### src/board_pkg.sv
`default_nettype none

package board_pkg;

    //######################################
    // Data widths
    //######################################

    typedef logic signed [23:0] sample_t;    // Left microphone sample
    typedef logic        [31:0] display_t;   // Eight hex nibbles
    typedef logic        [ 9:0] coord_t;     // Pixel or line number
    typedef logic        [ 3:0] color_t;     // One color channel
    typedef logic        [ 3:0] led_t;
    typedef logic        [ 2:0] key_t;       // Active high
    typedef logic        [ 7:0] segments_t;  // abcdefgh, active high
    typedef logic        [ 7:0] digit_sel_t; // One-hot, active high

    //######################################
    // VGA 640x480 at 25 MHz
    //######################################

    localparam int h_visible = 640;
    localparam int h_front   = 16;
    localparam int h_sync    = 96;
    localparam int h_back    = 48;

    localparam int v_visible = 480;
    localparam int v_front   = 10;
    localparam int v_sync    = 2;
    localparam int v_back    = 33;

    //######################################
    // Audio and slow timing
    //######################################

    localparam int sck_half            = 4;          // sck = clk / 8
    localparam int i2s_slots           = 32;
    localparam int tick_period_default = 25_000_000; // 1 Hz
    localparam int scan_period         = 25_000;     // 1 ms per digit

    // Index 0 is the lowest level, 2^19 up to 2^22
    localparam logic [3:0][23:0] level_thresholds = {
        24'h40_0000,
        24'h20_0000,
        24'h10_0000,
        24'h08_0000
    };

endpackage

`default_nettype wire

### src/strobe_gen.sv
`timescale 1ns/10ps
`default_nettype none

module strobe_gen #(
    parameter int period = 1000
) (
    input  logic clk,
    input  logic reset,
    output logic strobe
);

    localparam int count_w = $clog2(period + 1);

    logic [count_w-1:0] count;

    // Down-counter, one pulse per wrap
    always_ff @(posedge clk) begin
        if (reset) begin
            count  <= count_w'(period - 1);
            strobe <= 1'b0;
        end else if (count == '0) begin
            count  <= count_w'(period - 1); // Reload
            strobe <= 1'b1;
        end else begin
            count  <= count - 1'b1;
            strobe <= 1'b0;
        end
    end

endmodule

`default_nettype wire

### src/i2s_mic_receiver.sv
`timescale 1ns/10ps
`default_nettype none

module i2s_mic_receiver (
    input  logic               clk,
    input  logic               reset,
    input  logic               sd,
    output logic               sck,
    output logic               ws,
    output logic               lr,
    output board_pkg::sample_t sample,
    output logic               sample_valid
);

    import board_pkg::*;

    localparam int div_w  = $clog2(sck_half);
    localparam int slot_w = $clog2(2 * i2s_slots);

    logic [div_w-1:0]  div;
    logic [slot_w-1:0] slot;
    logic              div_wrap;
    logic              sck_rise;
    logic              sck_fall;
    logic [23:0]       shift;
    logic              capture_done;

    assign div_wrap = (div == div_w'(sck_half - 1));
    assign sck_rise = div_wrap && !sck;
    assign sck_fall = div_wrap && sck;

    assign ws = slot[slot_w-1];   // Low for the left half
    assign lr = 1'b0;             // Mic answers in the left slot

    //######################################
    // Bit clock and word select
    //######################################

    always_ff @(posedge clk) begin
        if (reset) begin
            div  <= '0;
            sck  <= 1'b0;
            slot <= '0;
        end else begin
            div <= div_wrap ? '0 : div + 1'b1;
            if (div_wrap)
                sck <= !sck;
            if (sck_fall)
                slot <= slot + 1'b1; // Wraps after both halves
        end
    end

    //######################################
    // Serial capture
    //######################################

    // MSB sits in slot 1, so after slot 24 the register holds the word
    always_ff @(posedge clk) begin
        if (sck_rise && !ws)
            shift <= {shift[22:0], sd};
    end

    always_ff @(posedge clk) begin
        if (reset) begin
            capture_done <= 1'b0;
            sample_valid <= 1'b0;
            sample       <= '0;
        end else begin
            capture_done <= sck_rise && !ws && (slot == slot_w'(24));
            sample_valid <= capture_done;
            if (capture_done)
                sample <= shift;
        end
    end

endmodule

`default_nettype wire

### src/vga_timing.sv
`timescale 1ns/10ps
`default_nettype none

module vga_timing (
    input  logic              clk,
    input  logic              reset,
    output logic              hsync,
    output logic              vsync,
    output board_pkg::coord_t x,
    output board_pkg::coord_t y,
    output logic              visible
);

    import board_pkg::*;

    localparam int h_total      = h_visible + h_front + h_sync + h_back;
    localparam int v_total      = v_visible + v_front + v_sync + v_back;
    localparam int h_sync_start = h_visible + h_front;
    localparam int v_sync_start = v_visible + v_front;

    coord_t h_count;
    coord_t v_count;

    always_ff @(posedge clk) begin
        if (reset) begin
            h_count <= '0;
            v_count <= '0;
            hsync   <= 1'b1;
            vsync   <= 1'b1;
            visible <= 1'b0;
        end else begin
            if (h_count == coord_t'(h_total - 1)) begin
                h_count <= '0;
                if (v_count == coord_t'(v_total - 1))
                    v_count <= '0;      // End of frame
                else
                    v_count <= v_count + 1'b1;
            end else begin
                h_count <= h_count + 1'b1;
            end

            // Active low sync pulses
            hsync <= !((h_count >= coord_t'(h_sync_start))
                    && (h_count <  coord_t'(h_sync_start + h_sync)));
            vsync <= !((v_count >= coord_t'(v_sync_start))
                    && (v_count <  coord_t'(v_sync_start + v_sync)));
            visible <= (h_count < coord_t'(h_visible))
                    && (v_count < coord_t'(v_visible));
        end
    end

    // Coordinates line up with visible
    always_ff @(posedge clk) begin
        x <= h_count;
        y <= v_count;
    end

endmodule

`default_nettype wire

### src/seven_seg_scanner.sv
`timescale 1ns/10ps
`default_nettype none

module seven_seg_scanner (
    input  logic                  clk,
    input  logic                  reset,
    input  logic                  scan,
    input  board_pkg::display_t   display_value,
    input  logic [7:0]            blank_mask,
    output board_pkg::segments_t  abcdefgh,
    output board_pkg::digit_sel_t digit
);

    import board_pkg::*;

    logic [3:0] nibble;
    logic       blank;

    function automatic segments_t hex_font(input logic [3:0] value);
        segments_t pattern;
        case (value)            //   abcdefgh
            4'h0: pattern = 8'b1111_1100;
            4'h1: pattern = 8'b0110_0000;
            4'h2: pattern = 8'b1101_1010;
            4'h3: pattern = 8'b1111_0010;
            4'h4: pattern = 8'b0110_0110;
            4'h5: pattern = 8'b1011_0110;
            4'h6: pattern = 8'b1011_1110;
            4'h7: pattern = 8'b1110_0000;
            4'h8: pattern = 8'b1111_1110;
            4'h9: pattern = 8'b1111_0110;
            4'ha: pattern = 8'b1110_1110;
            4'hb: pattern = 8'b0011_1110; // Lowercase b
            4'hc: pattern = 8'b1001_1100;
            4'hd: pattern = 8'b0111_1010; // Lowercase d
            4'he: pattern = 8'b1001_1110;
            default: pattern = 8'b1000_1110;
        endcase
        return pattern;
    endfunction

    // One-hot select, digit 0 is the rightmost
    always_ff @(posedge clk) begin
        if (reset)
            digit <= digit_sel_t'(1);
        else if (scan)
            digit <= {digit[6:0], digit[7]};
    end

    always_comb begin
        nibble = '0;
        blank  = 1'b1;
        for (int i = 0; i < 8; i++) begin
            if (digit[i]) begin
                nibble = display_value[4 * i +: 4];
                blank  = blank_mask[i];
            end
        end
    end

    assign abcdefgh = blank ? '0 : hex_font(nibble);

endmodule

`default_nettype wire

### src/lab_control.sv
`timescale 1ns/10ps
`default_nettype none

module lab_control (
    input  logic                clk,
    input  logic                reset,
    input  board_pkg::key_t     key,
    input  logic                tick,
    input  board_pkg::sample_t  sample,
    input  logic                sample_valid,
    input  board_pkg::coord_t   x,
    input  board_pkg::coord_t   y,
    input  logic                visible,
    output board_pkg::led_t     led,
    output board_pkg::display_t display_value,
    output logic [7:0]          blank_mask,
    output board_pkg::color_t   red,
    output board_pkg::color_t   green,
    output board_pkg::color_t   blue
);

    import board_pkg::*;

    logic        counter_mode;
    logic        freeze;
    logic        clear;
    display_t    counter;
    logic [23:0] magnitude;
    logic [2:0]  level_next;
    logic [2:0]  level;
    led_t        level_bar;
    coord_t      bar_end;
    logic        active;
    logic        in_bar;

    assign counter_mode = key[0];
    assign freeze       = key[1];
    assign clear        = key[2];

    //######################################
    // Counter and sound level
    //######################################

    always_ff @(posedge clk) begin
        if (reset || clear)
            counter <= '0;
        else if (tick)
            counter <= counter + 1'b1;
    end

    assign magnitude = sample[23] ? 24'(-sample) : 24'(sample);

    // Thresholds ascend, last hit wins
    always_comb begin
        level_next = '0;
        for (int i = 0; i < 4; i++) begin
            if (magnitude >= level_thresholds[i])
                level_next = 3'(i + 1);
        end
    end

    always_ff @(posedge clk) begin
        if (reset)
            level <= '0;
        else if (sample_valid)
            level <= level_next;
    end

    always_comb begin
        for (int i = 0; i < 4; i++)
            level_bar[i] = (level > 3'(i));
    end

    assign led = counter_mode ? counter[3:0] : level_bar;

    //######################################
    // Digits
    //######################################

    always_ff @(posedge clk) begin
        if (reset) begin
            display_value <= '0;
            blank_mask    <= 8'hc0;
        end else if (!freeze) begin
            if (counter_mode) begin
                display_value <= counter;
                blank_mask    <= 8'h00;
            end else begin
                display_value <= {8'h00, sample};
                blank_mask    <= 8'hc0;    // Only six nibbles used
            end
        end
    end

    //######################################
    // Level bar on screen
    //######################################

    assign bar_end = coord_t'(level) * coord_t'(160);
    assign active  = visible && (y < coord_t'(v_visible));
    assign in_bar  = (x < bar_end);

    assign red   = (active && in_bar)  ? 4'hf : 4'h0;
    assign green = (active && !in_bar) ? 4'hf : 4'h0;
    assign blue  = '0;

endmodule

`default_nettype wire

### src/board_top.sv
`timescale 1ns/10ps
`default_nettype none

module board_top #(
    parameter int tick_period = board_pkg::tick_period_default
) (
    input  logic       clk,
    input  logic       reset,
    input  logic [2:0] key_n,
    output logic [3:0] led,
    output logic [7:0] seg_data,
    output logic [7:0] seg_sel,
    output logic       vga_hs,
    output logic       vga_vs,
    output logic [4:0] vga_r,
    output logic [5:0] vga_g,
    output logic [4:0] vga_b,
    input  logic       mic_sd,
    output logic       mic_sck,
    output logic       mic_ws,
    output logic       mic_lr
);

    import board_pkg::*;

    key_t       key;
    logic       tick;
    logic       scan;
    sample_t    sample;
    logic       sample_valid;
    coord_t     x;
    coord_t     y;
    logic       visible;
    display_t   display_value;
    logic [7:0] blank_mask;
    segments_t  abcdefgh;
    digit_sel_t digit;
    color_t     red;
    color_t     green;
    color_t     blue;

    assign key = ~key_n;   // Keys pull low when pressed

    strobe_gen #(.period(tick_period)) i_tick_gen (
        .clk    ( clk   ),
        .reset  ( reset ),
        .strobe ( tick  )
    );

    strobe_gen #(.period(scan_period)) i_scan_gen (
        .clk    ( clk   ),
        .reset  ( reset ),
        .strobe ( scan  )
    );

    i2s_mic_receiver i_microphone (
        .clk          ( clk          ),
        .reset        ( reset        ),
        .sd           ( mic_sd       ),
        .sck          ( mic_sck      ),
        .ws           ( mic_ws       ),
        .lr           ( mic_lr       ),
        .sample       ( sample       ),
        .sample_valid ( sample_valid )
    );

    vga_timing i_vga_timing (
        .clk     ( clk     ),
        .reset   ( reset   ),
        .hsync   ( vga_hs  ),
        .vsync   ( vga_vs  ),
        .x       ( x       ),
        .y       ( y       ),
        .visible ( visible )
    );

    seven_seg_scanner i_scanner (
        .clk           ( clk           ),
        .reset         ( reset         ),
        .scan          ( scan          ),
        .display_value ( display_value ),
        .blank_mask    ( blank_mask    ),
        .abcdefgh      ( abcdefgh      ),
        .digit         ( digit         )
    );

    lab_control i_control (
        .clk           ( clk           ),
        .reset         ( reset         ),
        .key           ( key           ),
        .tick          ( tick          ),
        .sample        ( sample        ),
        .sample_valid  ( sample_valid  ),
        .x             ( x             ),
        .y             ( y             ),
        .visible       ( visible       ),
        .led           ( led           ),
        .display_value ( display_value ),
        .blank_mask    ( blank_mask    ),
        .red           ( red           ),
        .green         ( green         ),
        .blue          ( blue          )
    );

    // Board segments and digit selects are active low
    assign seg_data = ~abcdefgh;
    assign seg_sel  = ~digit;

    assign vga_r = {red,   1'b0};
    assign vga_g = {green, 2'b0};  // Green pins are 6 bits wide
    assign vga_b = {blue,  1'b0};

endmodule

`default_nettype wire

### config.mk
export PLATFORM = sky130hd
export DESIGN_NAME = board_top
export DESIGN_NICKNAME = d
export VERILOG_FILES = /design/src/board_pkg.sv /design/src/strobe_gen.sv /design/src/i2s_mic_receiver.sv /design/src/vga_timing.sv /design/src/seven_seg_scanner.sv /design/src/lab_control.sv /design/src/board_top.sv
export SDC_FILE = /design/constraint.sdc
export NUM_CORES = 1
export LEC_CHECK = 0
export BUFFER_PORTS_ARGS = -buffer_cell sky130_fd_sc_hd__buf_2
export CORE_MARGIN = 8
export CORE_UTILIZATION = 50
export DETAILED_ROUTE_END_ITERATION = 10
export PLACE_DENSITY = 0.73
export SETUP_SLACK_MARGIN = 0.3
export SLEW_MARGIN = 20
export SYNTH_ARGS = -nofsm -noshare
export SYNTH_HDL_FRONTEND = slang
export SYNTH_SLANG_ARGS = --single-unit
### constraint.sdc
create_clock -name clk -period 3.9 [get_ports clk]
set_input_delay 0 -clock clk [delete_from_list [all_inputs] [get_ports clk]]
set_output_delay 0 -clock clk [all_outputs]
set_load 0.1 [all_outputs]
==> impl_metrics.tcl <==
set metrics [dict create \
    ant_nets 0 \
    vias 6595 \
    dp_hpwl_mm 12.13 \
    cts_root_buf "clkbuf_16" \
    drive_above_1_share_pct 9.970 \
    drt_pass1_iterations 5 \
    numPortBuffers 36 \
    avgSynthCellArea_um2 9.444 \
    yosysSeqAreaShare_pct 48.87 \
    report.final.slew_viol_count 0 \
    die_y_um 150.9 \
    wire_per_inst_um 14.22 \
    cts_inserted_buffers 23 \
    synth_most_common_cell "dfxtp_1" \
    max_freq_mhz 292.5 \
    ir_worst_vdd_mv 0.3427 \
    yosysTopAreaCell "dfxtp_1" \
    hp-class "input port to flop" \
    grt.total_usage_pct 15.58 \
    worst_pin_slew_ns 0.9221 \
    fp.dieArea_um2 22760 \
    drv_cap 0 \
    diodes 0 \
    drc 0 \
    fin_crit_ns 3.419 \
    outcome "complete, no violations" \
    core-area_um2 17900 \
    worstSetupPathType "flop to primary output" \
    rows 49 \
    grt_pass1_vias 6216 \
    drt_iter0_drc 319 \
    tns_ns 0 \
    start_util_pct 50.80 \
    tritoncts "done" \
    grt_max_degree 80 \
    finalHoldViolCount 0 \
    critical_path_required_ns 3.90 \
    nets 1016 \
    fin_skew_ns 0.01490 \
    gp_congestion 0.8083 \
    grt_remaining_overflow 0 \
    clk_path_buf_depth 3 \
    synthTopCellsByCount "186 x dfxtp_1, 164 x nor2_1, 67 x mux2i_1" \
    slew_headroom_pct 38.53 \
    postSynthCellCount 963 \
    avgViaCountPerCell 5.353 \
    synth-main-ff-cell "dfxtp_1" \
    cts_max_level 1 \
    synth_area_leaders "dfxtp_1 41%, edfxtp_1 7.9%, mux2i_1 7.4%" \
    setup_viol 0 \
    power_mw 4.685 \
    wirelength_mm 17.52 \
    cts_num_sinks 210 \
    async_flop_share_pct 0 \
    synth-warning-count 0 \
    io_pins 47 \
    finalCritPeriodShare_pct 87.66 \
    area_growth_syn_to_layout_pct 12.16 \
    synth_top_area_share_pct 40.94 \
    die_w_um 150.9 \
    p_leak_nw 3.734 \
    endpoint_kind "primary output" \
    grt_pass1_wl_mm 30.07 \
    syn-cell-area_um2 9095 \
    crit_fanout 9 \
    rsz0062_at_grt "no" \
    powerDensity_nw_per_um2 459.3 \
    worstSkewPairLatency_ns 0.50 \
    path_clk_slew_ns 0.06 \
    worstPathArrival_ns 3.42 \
    startpoint_type "flop" \
    synth_edf_count 24 \
    antenna_found_initial 0 \
    yosysUniqueCellTypes 63 \
    synth-seq-cells 210 \
]
[per-layer routing]
metal | GRT usage [%] | wire, um | vias to the layer above
li1 | - | - | 3401
met1 | 21.91 | 8730 | 3066
met2 | 24.51 | 7673 | 106
met3 | 2.420 | 857 | 22
met4 | 3.909 | 255 | 0
met5 | 0 | 0 | -
[path summary, 6_finish.rpt]
kind / slack, ns / start / endpoint / cells past startpoint
worst min register to register: 0.39 / i_vga_timing.v_count[9]$_SDFFE_PP0P_ / i_vga_timing.y[9]$_DFF_P_ / 0
worst max register to register: 1.53 / i_tick_gen.count[7]$_SDFF_PP0_ / i_tick_gen.count[15]$_SDFF_PP0_ / 6
worst max-delay path: 0.48 / i_scanner.digit[1]$_SDFFE_PP0P_ / seg_data[4] / 9
worst min-delay path: 0.18 / key_n[2] / i_control.counter[3]$_SDFFE_PP0P_ / 3
[kinds of logic after synthesis]
family	Yosys count	synth area share [%]
simple gates	380	20.06
flops	210	48.87
compound gates	118	8.887
buf+inv	89	4.416
xor+xnor	73	7.030
mux	68	7.498
fa+ha+maj	23	3.164
other cells	2	0.08257
[worst max-delay path, cell delays in order (launching register included)]
cell,delay (ns)
dfxtp_1,0.40
nor2b_1,0.29
a221oi_1,0.14
or4_1,0.45
a21oi_2,0.31
inv_1,0.13
ha_1,0.28
a2111oi_0,0.54
a41oi_2,0.07
buf_2,0.33
[flip-flops by register name, summed over array words and instances, names as in the netlist, 3 cells and up]
register                 cells
i_microphone.slot            6
i_tick_gen.count            25
i_microphone.shift          24
i_microphone.sample         24
i_control.display_value     32
i_control.counter           32
i_scanner.digit              8
i_control.level              3
i_scan_gen.count            15
i_vga_timing.y               5
i_vga_timing.v_count        10
i_vga_timing.h_count        10
i_vga_timing.x               5
[layout make-up]
class	count	area, um^2
Timing Repair Buffer	45	252.7
Sequential cell	210	4444
Clock buffer	29	618.1
Tap cell	229	286.5
Multi-Input combinational cell	672	4324
Inverter	35	131.4
Fill cell	1543	7701
Clock inverter	12	143.9
[layout by cell type, fill, tap and decap left out, drive strengths merged, types with 10 or more instances in the layout]
cell type,count
nand4,22
a211oi,28
nor3,21
edfxtp,24
conb,10
mux2i,67
or3,17
xor2,43
a21oi,24
ha,23
xnor2,30
nand3,26
nand2b,10
clkbuf,29
o21ai,20
buf,43
and3,12
nand2,64
dfxtp,186
inv,37
nor2,164
[repair_timing]
item,CTS,global route
setup endpoints to repair,0,3
hold buffers,2,0
setup buffers,0,0
gates resized for setup,0,1
hold endpoints to repair,4,0
[where the power goes]
group	internal, mW	total (mW)	leakage [nW]	switching [mW]
clock	1.32	2.16	0.372	0.839
combinational	0.0572	0.279	1.64	0.221
sequential	2.22	2.24	1.72	0.0226
total	3.60	4.69	3.73	1.08
[stage by stage]
step           util, %  instances  area, um^2  hold WS, ns  worst slack [ns]
2_1_floorplan        -        971        9161      0.09887           -0.1611
3_3_place_gp     52.58       1189        9413       0.1784             1.061
3_5_place_dp     52.58       1189        9413       0.1782            0.8762
4_1_cts          56.95       1232       10190       0.1953            0.3363
5_1_grt          56.98       1232       10200       0.2147            0.3091
6_report         56.98       1232       10200       0.1838            0.4812
Power figures use the tool's default switching activity.
